==> src/rtl/hazard_pkg.sv <==
`default_nettype none

package hazard_pkg;

    ////////////////////////////////////////////////////////////
    // Datapath widths
    ////////////////////////////////////////////////////////////

    // Register id as seen in ID, EX and MEM
    localparam int REG_ID_W = 4;
    // PC and saved EPC
    localparam int PC_W = 16;
    // Stall and mispredict event counters
    localparam int CNT_W = 16;

    // APB address and data buses
    localparam int APB_AW = 4;
    localparam int APB_DW = 32;

    ////////////////////////////////////////////////////////////
    // Register map
    ////////////////////////////////////////////////////////////

    // CTRL bit positions
    localparam int CTRL_INT_EN_BIT  = 0;
    localparam int CTRL_PRED_EN_BIT = 1;
    localparam int CTRL_W           = 2;

    // Word addresses on APB
    typedef enum logic [3:0] {
        ADDR_CTRL        = 4'h0,
        ADDR_EPC         = 4'h4,
        ADDR_STALL_CNT   = 4'h8,
        ADDR_MISPRED_CNT = 4'hC
    } reg_addr_e;

    // Interception FSM
    typedef enum logic [1:0] {
        INT_IDLE = 2'd0,
        INT_TAKE = 2'd1,
        INT_HOLD = 2'd2
    } int_state_e;

endpackage

`default_nettype wire
==> src/rtl/pipe_ctrl_top.sv <==
`timescale 1ns/1ps
`default_nettype none

module pipe_ctrl_top import hazard_pkg::*; #(
    parameter int IDX_W = 4
) (
    input  wire                CLK,
    input  wire                rst_i,
    // EX and MEM stage loads
    input  wire                memtoreg_i,
    input  wire                memread_i,
    input  wire [REG_ID_W-1:0] regdst_i,
    input  wire                memtoreg_mem_i,
    input  wire                memread_mem_i,
    input  wire [REG_ID_W-1:0] regdst_mem_i,
    // ID stage sources, jump and branch
    input  wire [REG_ID_W-1:0] regsrc1_i,
    input  wire [REG_ID_W-1:0] regsrc2_i,
    input  wire [REG_ID_W-1:0] regsrc_sw_i,
    input  wire [REG_ID_W-1:0] regsrc1_id_i,
    input  wire                isjump_i,
    input  wire                isbranch_i,
    input  wire                ifbranch_i,
    input  wire [PC_W-1:0]     branch_pc_i,
    input  wire                ram2_conflict_i,
    input  wire                interception_i,
    input  wire [PC_W-1:0]     epc_i,
    // Pipeline controls
    output logic               stall_pc_o,
    output logic               stall_if_o,
    output logic               flush_if_o,
    output logic               flush_id_o,
    output logic               flush_ex_o,
    output logic               isintzero_o,
    output logic               jr_o,
    output logic               prewrong_o,
    output logic               precorrc_o,
    output logic               prediction_o,
    // APB slave
    input  wire                psel_i,
    input  wire                penable_i,
    input  wire                pwrite_i,
    input  wire [APB_AW-1:0]   paddr_i,
    input  wire [APB_DW-1:0]   pwdata_i,
    output logic [APB_DW-1:0]  prdata_o,
    output logic               pready_o,
    output logic               pslverr_o
);

    logic            stall;
    logic            prewrong;
    logic            branch_done;
    logic            intercepted;
    logic            int_en;
    logic            pred_en;
    logic [PC_W-1:0] saved_epc;

    // PC and IF share one freeze
    assign stall_pc_o  = stall;
    assign stall_if_o  = stall;
    assign isintzero_o = intercepted;
    assign prewrong_o  = prewrong;

    ////////////////////////////////////////////////////////////
    // Blocks
    ////////////////////////////////////////////////////////////

    hazard_unit u_hazard (
        .memtoreg_i      (memtoreg_i),
        .memread_i       (memread_i),
        .regdst_i        (regdst_i),
        .regsrc1_i       (regsrc1_i),
        .regsrc2_i       (regsrc2_i),
        .regsrc_sw_i     (regsrc_sw_i),
        .memtoreg_mem_i  (memtoreg_mem_i),
        .memread_mem_i   (memread_mem_i),
        .regdst_mem_i    (regdst_mem_i),
        .regsrc1_id_i    (regsrc1_id_i),
        .isjump_i        (isjump_i),
        .isbranch_i      (isbranch_i),
        .ifbranch_i      (ifbranch_i),
        .prediction_i    (prediction_o),
        .ram2_conflict_i (ram2_conflict_i),
        .intercepted_i   (intercepted),
        .stall_o         (stall),
        .prewrong_o      (prewrong),
        .precorrc_o      (precorrc_o),
        .jr_o            (jr_o),
        .branch_done_o   (branch_done),
        .flush_if_o      (flush_if_o),
        .flush_id_o      (flush_id_o),
        .flush_ex_o      (flush_ex_o)
    );

    // Table size set here
    branch_predictor #(
        .IDX_W (IDX_W)
    ) u_bp (
        .CLK           (CLK),
        .rst_i         (rst_i),
        .pred_en_i     (pred_en),
        .branch_pc_i   (branch_pc_i),
        .branch_done_i (branch_done),
        .ifbranch_i    (ifbranch_i),
        .prediction_o  (prediction_o)
    );

    intercept_ctrl u_int (
        .CLK            (CLK),
        .rst_i          (rst_i),
        .int_en_i       (int_en),
        .interception_i (interception_i),
        .epc_i          (epc_i),
        .intercepted_o  (intercepted),
        .saved_epc_o    (saved_epc)
    );

    pipe_ctrl_regs u_regs (
        .CLK         (CLK),
        .rst_i       (rst_i),
        .psel_i      (psel_i),
        .penable_i   (penable_i),
        .pwrite_i    (pwrite_i),
        .paddr_i     (paddr_i),
        .pwdata_i    (pwdata_i),
        .prdata_o    (prdata_o),
        .pready_o    (pready_o),
        .pslverr_o   (pslverr_o),
        .saved_epc_i (saved_epc),
        .stall_i     (stall),
        .prewrong_i  (prewrong),
        .int_en_o    (int_en),
        .pred_en_o   (pred_en)
    );

endmodule

`default_nettype wire

==> src/rtl/pipe_ctrl_regs.sv <==
`timescale 1ns/1ps
`default_nettype none

module pipe_ctrl_regs import hazard_pkg::*; (
    input  wire               CLK,
    input  wire               rst_i,
    // APB slave
    input  wire               psel_i,
    input  wire               penable_i,
    input  wire               pwrite_i,
    input  wire  [APB_AW-1:0] paddr_i,
    input  wire  [APB_DW-1:0] pwdata_i,
    output logic [APB_DW-1:0] prdata_o,
    output logic              pready_o,
    output logic              pslverr_o,
    // Status from the pipeline
    input  wire  [PC_W-1:0]   saved_epc_i,
    input  wire               stall_i,
    input  wire               prewrong_i,
    // Control to the pipeline
    output logic              int_en_o,
    output logic              pred_en_o
);

    logic              access;
    logic              wr_en;
    logic              hit_ctrl;
    logic              hit_epc;
    logic              hit_stall;
    logic              hit_misp;
    logic              addr_hit;
    logic [CTRL_W-1:0] ctrl_q;
    logic [CNT_W-1:0]  stall_cnt_q;
    logic [CNT_W-1:0]  misp_cnt_q;

    // Stops at all ones
    function automatic logic [CNT_W-1:0] sat_inc(input logic [CNT_W-1:0] v);
        return (&v) ? v : v + 1'b1;
    endfunction

    ////////////////////////////////////////////////////////////
    // Decode
    ////////////////////////////////////////////////////////////

    // No wait states, access phase completes at once
    assign access = psel_i && penable_i;
    assign wr_en  = access && pwrite_i;

    assign hit_ctrl  = (paddr_i == ADDR_CTRL);
    assign hit_epc   = (paddr_i == ADDR_EPC);
    assign hit_stall = (paddr_i == ADDR_STALL_CNT);
    assign hit_misp  = (paddr_i == ADDR_MISPRED_CNT);
    assign addr_hit  = hit_ctrl || hit_epc || hit_stall || hit_misp;

    assign pready_o  = 1'b1;
    assign pslverr_o = access && !addr_hit;

    // Read mux, zero for unmapped
    always_comb begin
        prdata_o = '0;
        if (hit_ctrl) begin
            prdata_o[CTRL_W-1:0] = ctrl_q;
        end else if (hit_epc) begin
            prdata_o[PC_W-1:0] = saved_epc_i;
        end else if (hit_stall) begin
            prdata_o[CNT_W-1:0] = stall_cnt_q;
        end else if (hit_misp) begin
            prdata_o[CNT_W-1:0] = misp_cnt_q;
        end
    end

    ////////////////////////////////////////////////////////////
    // Registers and event counters
    ////////////////////////////////////////////////////////////

    always_ff @(posedge CLK) begin
        if (rst_i) begin
            ctrl_q      <= '0;
            stall_cnt_q <= '0;
            misp_cnt_q  <= '0;
        end else begin
            if (wr_en && hit_ctrl) begin
                ctrl_q <= pwdata_i[CTRL_W-1:0];
            end
            // Write clears, beats a same-cycle event
            if (wr_en && hit_stall) begin
                stall_cnt_q <= '0;
            end else if (stall_i) begin
                stall_cnt_q <= sat_inc(stall_cnt_q);
            end
            if (wr_en && hit_misp) begin
                misp_cnt_q <= '0;
            end else if (prewrong_i) begin
                misp_cnt_q <= sat_inc(misp_cnt_q);
            end
        end
    end

    assign int_en_o  = ctrl_q[CTRL_INT_EN_BIT];
    assign pred_en_o = ctrl_q[CTRL_PRED_EN_BIT];

endmodule

`default_nettype wire

==> src/rtl/intercept_ctrl.sv <==
`timescale 1ns/1ps
`default_nettype none

module intercept_ctrl import hazard_pkg::*; (
    input  wire             CLK,
    input  wire             rst_i,
    input  wire             int_en_i,
    input  wire             interception_i,
    input  wire  [PC_W-1:0] epc_i,
    output logic            intercepted_o,
    output logic [PC_W-1:0] saved_epc_o
);

    int_state_e state_q;
    int_state_e state_d;
    logic       take;

    // Enabled request seen while idle
    assign take = (state_q == INT_IDLE) && int_en_i && interception_i;

    ////////////////////////////////////////////////////////////
    // Next state
    ////////////////////////////////////////////////////////////

    always_comb begin
        state_d = state_q;
        case (state_q)
            INT_IDLE: begin
                if (take) begin
                    state_d = INT_TAKE;
                end
            end
            // One cycle pulse, then wait if request still up
            INT_TAKE: begin
                state_d = interception_i ? INT_HOLD : INT_IDLE;
            end
            INT_HOLD: begin
                if (!interception_i) begin
                    state_d = INT_IDLE;
                end
            end
            default: state_d = INT_IDLE;
        endcase
    end

    always_ff @(posedge CLK) begin
        if (rst_i) begin
            state_q     <= INT_IDLE;
            saved_epc_o <= '0;
        end else begin
            state_q <= state_d;
            // EPC captured at the sampling edge
            if (take) begin
                saved_epc_o <= epc_i;
            end
        end
    end

    assign intercepted_o = (state_q == INT_TAKE);

endmodule

`default_nettype wire

==> src/rtl/branch_predictor.sv <==
`timescale 1ns/1ps
`default_nettype none

module branch_predictor import hazard_pkg::*; #(
    parameter int IDX_W = 4
) (
    input  wire            CLK,
    input  wire            rst_i,
    input  wire            pred_en_i,
    input  wire [PC_W-1:0] branch_pc_i,
    input  wire            branch_done_i,
    input  wire            ifbranch_i,
    output logic           prediction_o
);

    localparam int DEPTH = 1 << IDX_W;

    // 2-bit saturating counters
    logic [1:0]       cnt_q [DEPTH];
    logic [IDX_W-1:0] idx;
    logic [1:0]       cnt_rd;

    // Bit 0 skipped, PCs are halfword aligned
    assign idx    = branch_pc_i[IDX_W:1];
    assign cnt_rd = cnt_q[idx];

    // Taken when counter in upper half
    assign prediction_o = pred_en_i && cnt_rd[1];

    ////////////////////////////////////////////////////////////
    // Counter update
    ////////////////////////////////////////////////////////////

    always_ff @(posedge CLK) begin
        if (rst_i) begin
            // Weakly not taken
            for (int i = 0; i < DEPTH; i++) begin
                cnt_q[i] <= 2'b01;
            end
        end else if (branch_done_i) begin
            // Trains even with prediction off
            if (ifbranch_i) begin
                if (cnt_rd != 2'b11) begin
                    cnt_q[idx] <= cnt_rd + 2'd1;
                end
            end else begin
                if (cnt_rd != 2'b00) begin
                    cnt_q[idx] <= cnt_rd - 2'd1;
                end
            end
        end
    end

endmodule

`default_nettype wire

==> src/rtl/hazard_unit.sv <==
`timescale 1ns/1ps
`default_nettype none

module hazard_unit import hazard_pkg::*; (
    // EX stage load
    input  wire                memtoreg_i,
    input  wire                memread_i,
    input  wire [REG_ID_W-1:0] regdst_i,
    // ID stage sources
    input  wire [REG_ID_W-1:0] regsrc1_i,
    input  wire [REG_ID_W-1:0] regsrc2_i,
    input  wire [REG_ID_W-1:0] regsrc_sw_i,
    // MEM stage load
    input  wire                memtoreg_mem_i,
    input  wire                memread_mem_i,
    input  wire [REG_ID_W-1:0] regdst_mem_i,
    // ID stage jump and branch
    input  wire [REG_ID_W-1:0] regsrc1_id_i,
    input  wire                isjump_i,
    input  wire                isbranch_i,
    input  wire                ifbranch_i,
    input  wire                prediction_i,
    // Other stall and flush sources
    input  wire                ram2_conflict_i,
    input  wire                intercepted_i,
    output logic               stall_o,
    output logic               prewrong_o,
    output logic               precorrc_o,
    output logic               jr_o,
    output logic               branch_done_o,
    output logic               flush_if_o,
    output logic               flush_id_o,
    output logic               flush_ex_o
);

    logic conflict_lw;
    logic conflict_jrb;
    logic stall;
    logic prewrong;
    logic precorrc;

    ////////////////////////////////////////////////////////////
    // Hazard detection
    ////////////////////////////////////////////////////////////

    // EX load feeding any ID source
    assign conflict_lw = memtoreg_i && memread_i &&
                         ((regsrc1_i == regdst_i) ||
                          (regsrc2_i == regdst_i) ||
                          (regsrc_sw_i == regdst_i));

    // Jump or branch register still in flight from a MEM load
    assign conflict_jrb = (isbranch_i || isjump_i) &&
                          memtoreg_mem_i && memread_mem_i &&
                          (regsrc1_id_i == regdst_mem_i);

    assign stall = conflict_lw || conflict_jrb || ram2_conflict_i;

    ////////////////////////////////////////////////////////////
    // Prediction judgement
    ////////////////////////////////////////////////////////////

    // Wrong on mismatch, or taken guess on a non-branch
    assign prewrong = (isbranch_i && (prediction_i != ifbranch_i)) ||
                      (!isbranch_i && prediction_i);
    assign precorrc = isbranch_i && (prediction_i == ifbranch_i);

    // Judgement and resolve held off while frozen
    assign prewrong_o    = prewrong && !stall;
    assign precorrc_o    = precorrc && !stall;
    assign branch_done_o = isbranch_i && !stall;

    // Stall and flush outputs
    assign stall_o    = stall;
    // PC is frozen during a stall, so jr needs no mask
    assign jr_o       = isjump_i;
    assign flush_if_o = prewrong || isjump_i;
    assign flush_id_o = intercepted_i || stall;
    assign flush_ex_o = intercepted_i;

endmodule

`default_nettype wire

==> config.mk <==
export PLATFORM = sky130hd
export DESIGN_NAME = pipe_ctrl_top
export DESIGN_NICKNAME = d
export VERILOG_FILES = /design/src/rtl/hazard_pkg.sv /design/src/rtl/pipe_ctrl_top.sv /design/src/rtl/pipe_ctrl_regs.sv /design/src/rtl/intercept_ctrl.sv /design/src/rtl/branch_predictor.sv /design/src/rtl/hazard_unit.sv
export SDC_FILE = /design/constraint.sdc
export NUM_CORES = 1
export LEC_CHECK = 0
export ABC_AREA = 0
export BUFFER_PORTS_ARGS = -buffer_cell sky130_fd_sc_hd__buf_4
export CORE_ASPECT_RATIO = 0.6
export CORE_MARGIN = 1.5
export CORE_UTILIZATION = 47
export DETAILED_ROUTE_END_ITERATION = 7
export PLACE_DENSITY_LB_ADDON = 0.1
export SLEW_MARGIN = 25
export SYNTH_ARGS = -nofsm -noshare
export SYNTH_HDL_FRONTEND = slang
export SYNTH_SLANG_ARGS = --single-unit
==> constraint.sdc <==
create_clock -name CLK -period 2.8 [get_ports CLK]
set_input_delay 0.56 -clock CLK [delete_from_list [all_inputs] [get_ports CLK]]
set_output_delay 0.56 -clock CLK [all_outputs]
set_load 0.02 [all_outputs]
==> out/metrics.yaml, run 1 <==
yosys:
  postSynthAreaPerCell_sq_um: 9.185
  yosysMostFrequentCell: "nand2_1"
  synthCells: 543
  synth_cell_type_count: 52
  synth_mux_area_frac: 0.09508
  ys_ff_latch: 84
  synth_edf_count: 32
  yosys.area.top_type: "dfxtp_1"
  synth_top_family_by_area: "simple AND/OR/NAND/NOR gates"
  async_reset_ff_frac: 0
  synth-seq-area-share: 0.4014
  yosys.area_share.simple: 0.2481
  synth_fa_ha_area_frac: 0.005018
  synth_common_cells: "nand2_1 (77), nor2_1 (57), dfxtp_1 (52)"
  synth-xor-area-share: 0.08931
  ys.flop_type: "dfxtp_1"
  netlist_area_sq_um: 4987
  synth_compound_area_frac: 0.09483
  netlist_top_cells_area: "dfxtp_1 (21%), edfxtp_1 (19%), nand2_1 (5.8%)"
  synth_warnings: 0
  synth.top_cell.area_share: 0.2087
clock_tree:
  h-tree-depth: 3
  clkSlewWorstSetupHoldPaths_ns: 0.06
  clock_latency_ns: 0.34
  numCtsBuffers: 9
  cts_tree: "built"
  clockRootBuffer: "clkbuf_16"
  clockBufferDepth: 2
  clock_sinks: 84
  cts_hold_buf: 0
layout:
  layoutNonFillerInstCount: 781
  fillCellCount: 859
  final_area_sq_um: 6162
  drive_gt1_frac: 0.2895
  syn_to_final_growth_pct: 23.56
  fin_util: 0.6107
  nets: 749
  insertedDiodeCount: 0
global_routing:
  grt_usage: 0.2425
  grt_overflow: 0
  grt_max_degree: 39
  grt_pass1_wl_um: 20270
  grt_pass1_vias: 3784
  grt_antenna_before_repair: 0
sta:
  finalClockSkew_ns: 0.006573
  tns_ns: 0
  slew_violations: 0
  setup_slack_ns: 0.05379
  hold_viol_final: 0
  setup-violations-final: 0
  worst_pin_slew_ns: 0.8453
  worst_slew_margin_rel: 0.4335
  post-route-min-period_ns: 2.746
  finalCritPeriodShare: 0.9808
  worst_hold_slack_ns: 0.4559
  max_freq_mhz: 364.1
worst_setup_path:
  path_max_fanout: 15
  crit_top_cell: "buf_6"
  crit_chain: "buf_6 > mux2i_1 > mux4_2 > buf_6 > o32ai_4 > xor2_2 > nand2b_1 > buf_4"
  reg2regPathDepth: 7
  reg2reg_to: "u_bp.cnt_q[0][1]"
  critPathTopFamily: "multiplexers"
  worst_ep_required_time_ns: 2.24
  ff2ff_setup_slack_ns: 0.27
  cpMaxStageDelayCell: "mux4_2"
  cp_num_buf_inv: 3
  worstSetupEndpointType: "output pin"
  cp-start-kind: "primary input"
  cpPeakStageDelay_ns: 0.51
  worstPathArrival_ns: 2.19
  r2r_start: "u_bp.cnt_q[14][0]"
  worstSetupPathType: "in2out"
hold_path:
  worstHoldEndpoint: "u_int.saved_epc_o[14]"
  hold_depth: 2
  worst_hold_path_type: "reg2reg"
  hold_start: "u_int.saved_epc_o[14]"
routing:
  vias: 4260
  post-route-drc-count: 0
  dr.pass1.iters: 6
  ant_nets: 0
  drtIter0Drc: 414
  wl_um: 12980
  post_drt_wl_per_cell_um: 16.62
  viasPerCell: 5.455
floorplan:
  placementRows: 28
  start_util: 0.4943
  dieArea_sq_um: 11260
  fp.dieW_um: 136.0
  pin_count: 150
  core-area_sq_um: 10090
  die_h_um: 82.79
placement:
  io_buffers: 90
  placed_cells: 763
  pre_cts_ws_ns: -0.1406
  place.gp.congestion: 0.8236
  dpl_cell_area_sq_um: 5837
  hpwl_um: 9814
status:
  status: "complete, no violations"
power:
  peakVddDrop_mv: 0.3346
  leakage_nw: 2.232
  finalPower_mw: 2.899
  p_per_area_nw_per_um2: 470.4
job:
  drv_cap: 0
[layout make-up]
type / instances / area (sq um) / share of cell area
Inverter: 6 / 22.52 / 0.003655
Clock buffer: 11 / 244.0 / 0.03959
Sequential cell: 84 / 2002 / 0.3249
Tap cell: 135 / 168.9 / 0.02741
Timing Repair Buffer: 124 / 938.4 / 0.1523
Clock inverter: 5 / 58.81 / 0.009543
Multi-Input combinational cell: 416 / 2728 / 0.4426
[layout by cell type, fill, tap and decap left out, types with 2 or more instances in the layout]
cell and instances:
clkbuf_16 9, nand2b_1 6, or2_2 3, o22ai_2 2, inv_1 5, o21ai_0 5
mux2_2 17, a21oi_1 20, and2_1 2, buf_6 2, nand3_1 15, nor4b_1 6
nand2_1 77, nor2b_1 8, and4_1 2, nor3_1 30, xnor2_1 33, xor2_1 16
o21bai_1 17, ha_1 2, nor3b_1 2, nor2_1 56, mux2i_1 8, nor4_2 4
edfxtp_1 32, conb_1 17, and3_1 4, nand4_1 3, dfxtp_1 52, buf_4 122
mux4_2 8, nand3b_1 2, inv_4 2, nor4_1 15, a22oi_1 14, nand2_4 4
a21o_1 2, o22a_1 2
[cell families (layout without fill, tap and decap cells)]
group	after synthesis	after routing
and+or+nand+nor	246	246
DFF	84	84
AOI/OAI and AO/OA	67	67
buffers and inverters	58	146
xor gates and xnor gates	50	50
muxes	34	34
adders and majority gates	2	2
other	2	17
[per-layer routing]
metal	vias up	routed length, um	track usage
li1	2064	-	-
met1	1974	6829	0.3902
met2	213	4863	0.3203
met3	9	1193	0.05222
met4	0	95	0.05638
met5	-	0	0
[sequential cells by signal, summed over array words and instances, names as in the netlist]
signal / count
u_bp.cnt_q: 32
u_int.saved_epc_o: 16
u_regs.misp_cnt_q: 16
u_regs.stall_cnt_q: 16
u_int.state_q: 2
u_regs.ctrl_q: 2
[worst max-delay path by stage]
stage	start	end	slack [ns]	cells past startpoint
4_1_cts	branch_pc_i[4]	flush_if_o	0.04	8
2_1_floorplan	branch_pc_i[4]	flush_if_o	-0.003	8
5_1_grt	branch_pc_i[4]	flush_if_o	-0.0009	8
3_5_place_dp	branch_pc_i[3]	u_bp.cnt_q[0][0]	-0.14	9
3_3_place_gp	branch_pc_i[3]	u_bp.cnt_q[0][0]	-0.11	9
6_report	branch_pc_i[4]	flush_if_o	0.05	8
[power breakdown]
group          internal (mW)  leakage (nW)  switching [mW]
combinational          0.173          1.39           0.219
sequential              1.28         0.697          0.0112
clock                  0.722         0.150           0.493
total                   2.18          2.23           0.723
[worst min-delay path, delay by kind of cell, from the launching register on]
family	cells	cell delay [ns]
AOI/OAI and AO/OA	1	0.05
DFF	1	0.31
and+or+nand+nor	1	0.05
[what timing repair did]
action / 4_1_cts / 5_1_grt
gates resized for setup: 1 / 1
buffers inserted: 0 / 2
cloned: 0 / 0
endpoints found under the setup margin: 1 / 1
pin swaps: 1 / 2
Power figures use the tool's default switching activity.
==> run 2: changes to the inputs <==
--- a/config.mk
+++ b/config.mk
@@ -9,3 +9,3 @@
 export BUFFER_PORTS_ARGS = -buffer_cell sky130_fd_sc_hd__buf_4
-export CORE_ASPECT_RATIO = 0.6
+export CORE_ASPECT_RATIO = 1.5
 export CORE_MARGIN = 1.5
==> constraint.sdc (replaced) <==
create_clock -name CLK -period 2.8 [get_ports CLK]
set_input_delay 0.14 -clock CLK [delete_from_list [all_inputs] [get_ports CLK]]
set_output_delay 0.14 -clock CLK [all_outputs]
set_load 0.02 [all_outputs]
==> run 2 against run 1 <==
Sequential power about the same. Sequential cell count unchanged. Clock power about the same. Worst hold slack got worse by 0.41 ns. Die area about the same. Via count down 3.7%. Clock skew fell by 0.0014 ns. Worst setup slack better by 0.093 ns. Critical path type is now reg2reg. Largest cell class unchanged.
==> out/metrics.yaml, run 2 (synthesis gave the netlist of run 1 again) <==
status:
  status: "complete, no violations"
power:
  p_seq_frac: 0.453  # +0.007
  internal-power_mw: 2.129  # -2.2%
  peakVddDrop_mv: 0.3367  # +0.60%
  swShare: 0.2542  # +0.004893
  power_frac_comb: 0.128  # -0.007
  p_switching_uw: 725.5  # +0.39%
  pwr-share-clk: 0.419  # about the same
  leakage_nw: 2.116  # -5.2%
  p_per_area_nw_per_um2: 475.7  # +1.1%
sta:
  worst_pin_slew_ns: 0.8914  # +0.04610 ns
  slew_violations: 0  # unchanged
  tns_ns: 0  # unchanged
  finalCritPeriodShare: 0.9477  # -0.03307
  finalClockSkew_ns: 0.005188  # -0.001385 ns
  rsz0062_at_grt: "false"
  worst_slew_margin_rel: 0.4026  # -0.03090
  hold_viol_final: 0  # unchanged
  post-route-min-period_ns: 2.654  # -0.09260 ns
  max_freq_mhz: 376.8  # +3.5%
  setup-violations-final: 0  # unchanged
layout:
  mostFrequentLayoutCell: "buf_4"
  fin_util: 0.5855  # -0.02527
  nets: 728  # -2.8%
  largest-register: "u_bp.cnt_q"
  multi_input_area_sq_um: 2725  # about the same
  register_area_sq_um: 2002  # unchanged
  mostFrequentLayoutCells: "buf_4 (103), nand2_1 (77), nor2_1 (57)"
  syn_to_final_growth_pct: 20.30
  drive_gt1_frac: 0.2624  # -0.02707
  largest_reg_flops: 32  # unchanged
  insertedDiodeCount: 0  # unchanged
  fillCellCount: 989  # +15%
worst_setup_path:
  path_max_fanout: 11  # -4
  cp-start-kind: "flip-flop"
  worstSetupEndpointType: "flip-flop"
  worstSetupPathType: "reg2reg"
  worstPathArrival_ns: 2.73  # +0.54 ns
  worst_ep_required_time_ns: 2.87  # +0.63 ns
clock_tree:
  cts_tree: "built"
  clock_latency_ns: 0.34  # about the same
  clockBufferDepth: 2  # unchanged
  clkSlewWorstSetupHoldPaths_ns: 0.07  # about the same
  clockRootBuffer: "clkbuf_16"
  cts_setup_buffers: 0  # unchanged
  cts_resized: 0  # -1
  clock_sinks: 84  # unchanged
  h-tree-depth: 3  # unchanged
  cts_hold_buf: 0  # unchanged
  numCtsBuffers: 9  # unchanged
routing:
  top_layer: "met4"
  post_drt_wl_per_cell_um: 16.55  # -0.42%
  wl_met1_um: 4811  # -30%
  post-route-drc-count: 0  # unchanged
  wl_um: 12680  # -2.3%
  ant_nets: 0  # unchanged
  wl_met3_um: 318  # -73%
  dr.pass1.iters: 4  # -2
  viasPerCell: 5.354  # -1.8%
  wl_met2_um: 7295  # +50%
  vias: 4101  # -3.7%
  drtIter0Drc: 217  # -48%
global_routing:
  grt_antenna_before_repair: 0  # unchanged
  grt_usage: 0.2328  # -0.009625
  grt_max_degree: 40  # +2.6%
  grt_pass1_wl_um: 20070  # -1.0%
  grt_pass1_vias: 4066  # +7.5%
  grt_overflow: 0  # unchanged
placement:
  io_buffers: 90  # unchanged
  place.gp.congestion: 0.8743  # +6.2%
  hpwl_um: 9479  # -3.4%
floorplan:
  pin_count: 150  # unchanged
  core-area_sq_um: 10250  # +1.6%
  dieArea_sq_um: 11250  # about the same
  start_util: 0.4867  # -0.007605
  placementRows: 45  # +61%
  die_h_um: 129.2  # +56%
  fp.dieW_um: 87.11  # -36%
job:
  drv_cap: 0  # unchanged
hold_path:
  worst_hold_path_type: "in2reg"
-- run 2: metrics by stage --
step	total power [mW]	worst slack [ns]	hold WS (ns)	cell area, sq um	cells
floorplan	1.562	0.4694	0.2760	5044	558
global placement	1.678	0.2186	0.3896	5699	750
detailed placement	1.684	0.09344	0.3976	5699	750
CTS	2.868	0.1201	0.04148	6000	766
global route	2.950	0.001269	0.04633	6000	766
finish	2.854	0.1464	0.04432	6000	766
-- run 2: metal layers --
layer / vias to the layer above / GRT usage
met2: 83 / 0.4628
met4: 0 / 0.07283
met5: - / 0
li1: 2023 / -
met1: 1976 / 0.2465
met3: 19 / 0.03185
-- run 2: power groups by stage --
| stage | registers, mW | clock network [mW] | logic [mW] |
|---|---|---|---|
| after CTS | 1.29 | 1.21 | 0.367 |
| after global routing | 1.29 | 1.26 | 0.396 |
| after global placement | 1.32 | 0 | 0.359 |
| after floorplan | 1.31 | 0 | 0.247 |
| after detailed placement | 1.32 | 0 | 0.365 |
| final | 1.29 | 1.20 | 0.366 |
-- run 2: worst max-delay path, stage by stage, from the launching register on --
cell and delay [ns]:
edfxtp_1 0.36, mux4_2 0.49, mux2_2 0.31, o21ai_0 0.43
xnor2_1 0.19, mux2i_4 0.28, buf_4 0.26, nor3_1 0.06
-- run 2: layout make-up --
cell class	count	area share
clock buffers	9	0.03754
multi-input cells	416	0.4542
flip-flops and latches	84	0.3337
repair buffers	103	0.1289
well taps	141	0.02941
inverters	6	0.003754
clock inverters	7	0.01251
-- run 2: worst paths after layout --
check	start	endpoint	slack [ns]	cells after the start
worst max-delay path	u_bp.cnt_q[12][0]	u_bp.cnt_q[11][1]	0.15	7
worst min-delay path	epc_i[14]	u_int.saved_epc_o[14]	0.04	3
worst max register to register	u_bp.cnt_q[12][0]	u_bp.cnt_q[11][1]	0.15	7
worst min register to register	u_int.saved_epc_o[0]	u_int.saved_epc_o[0]	0.45	2
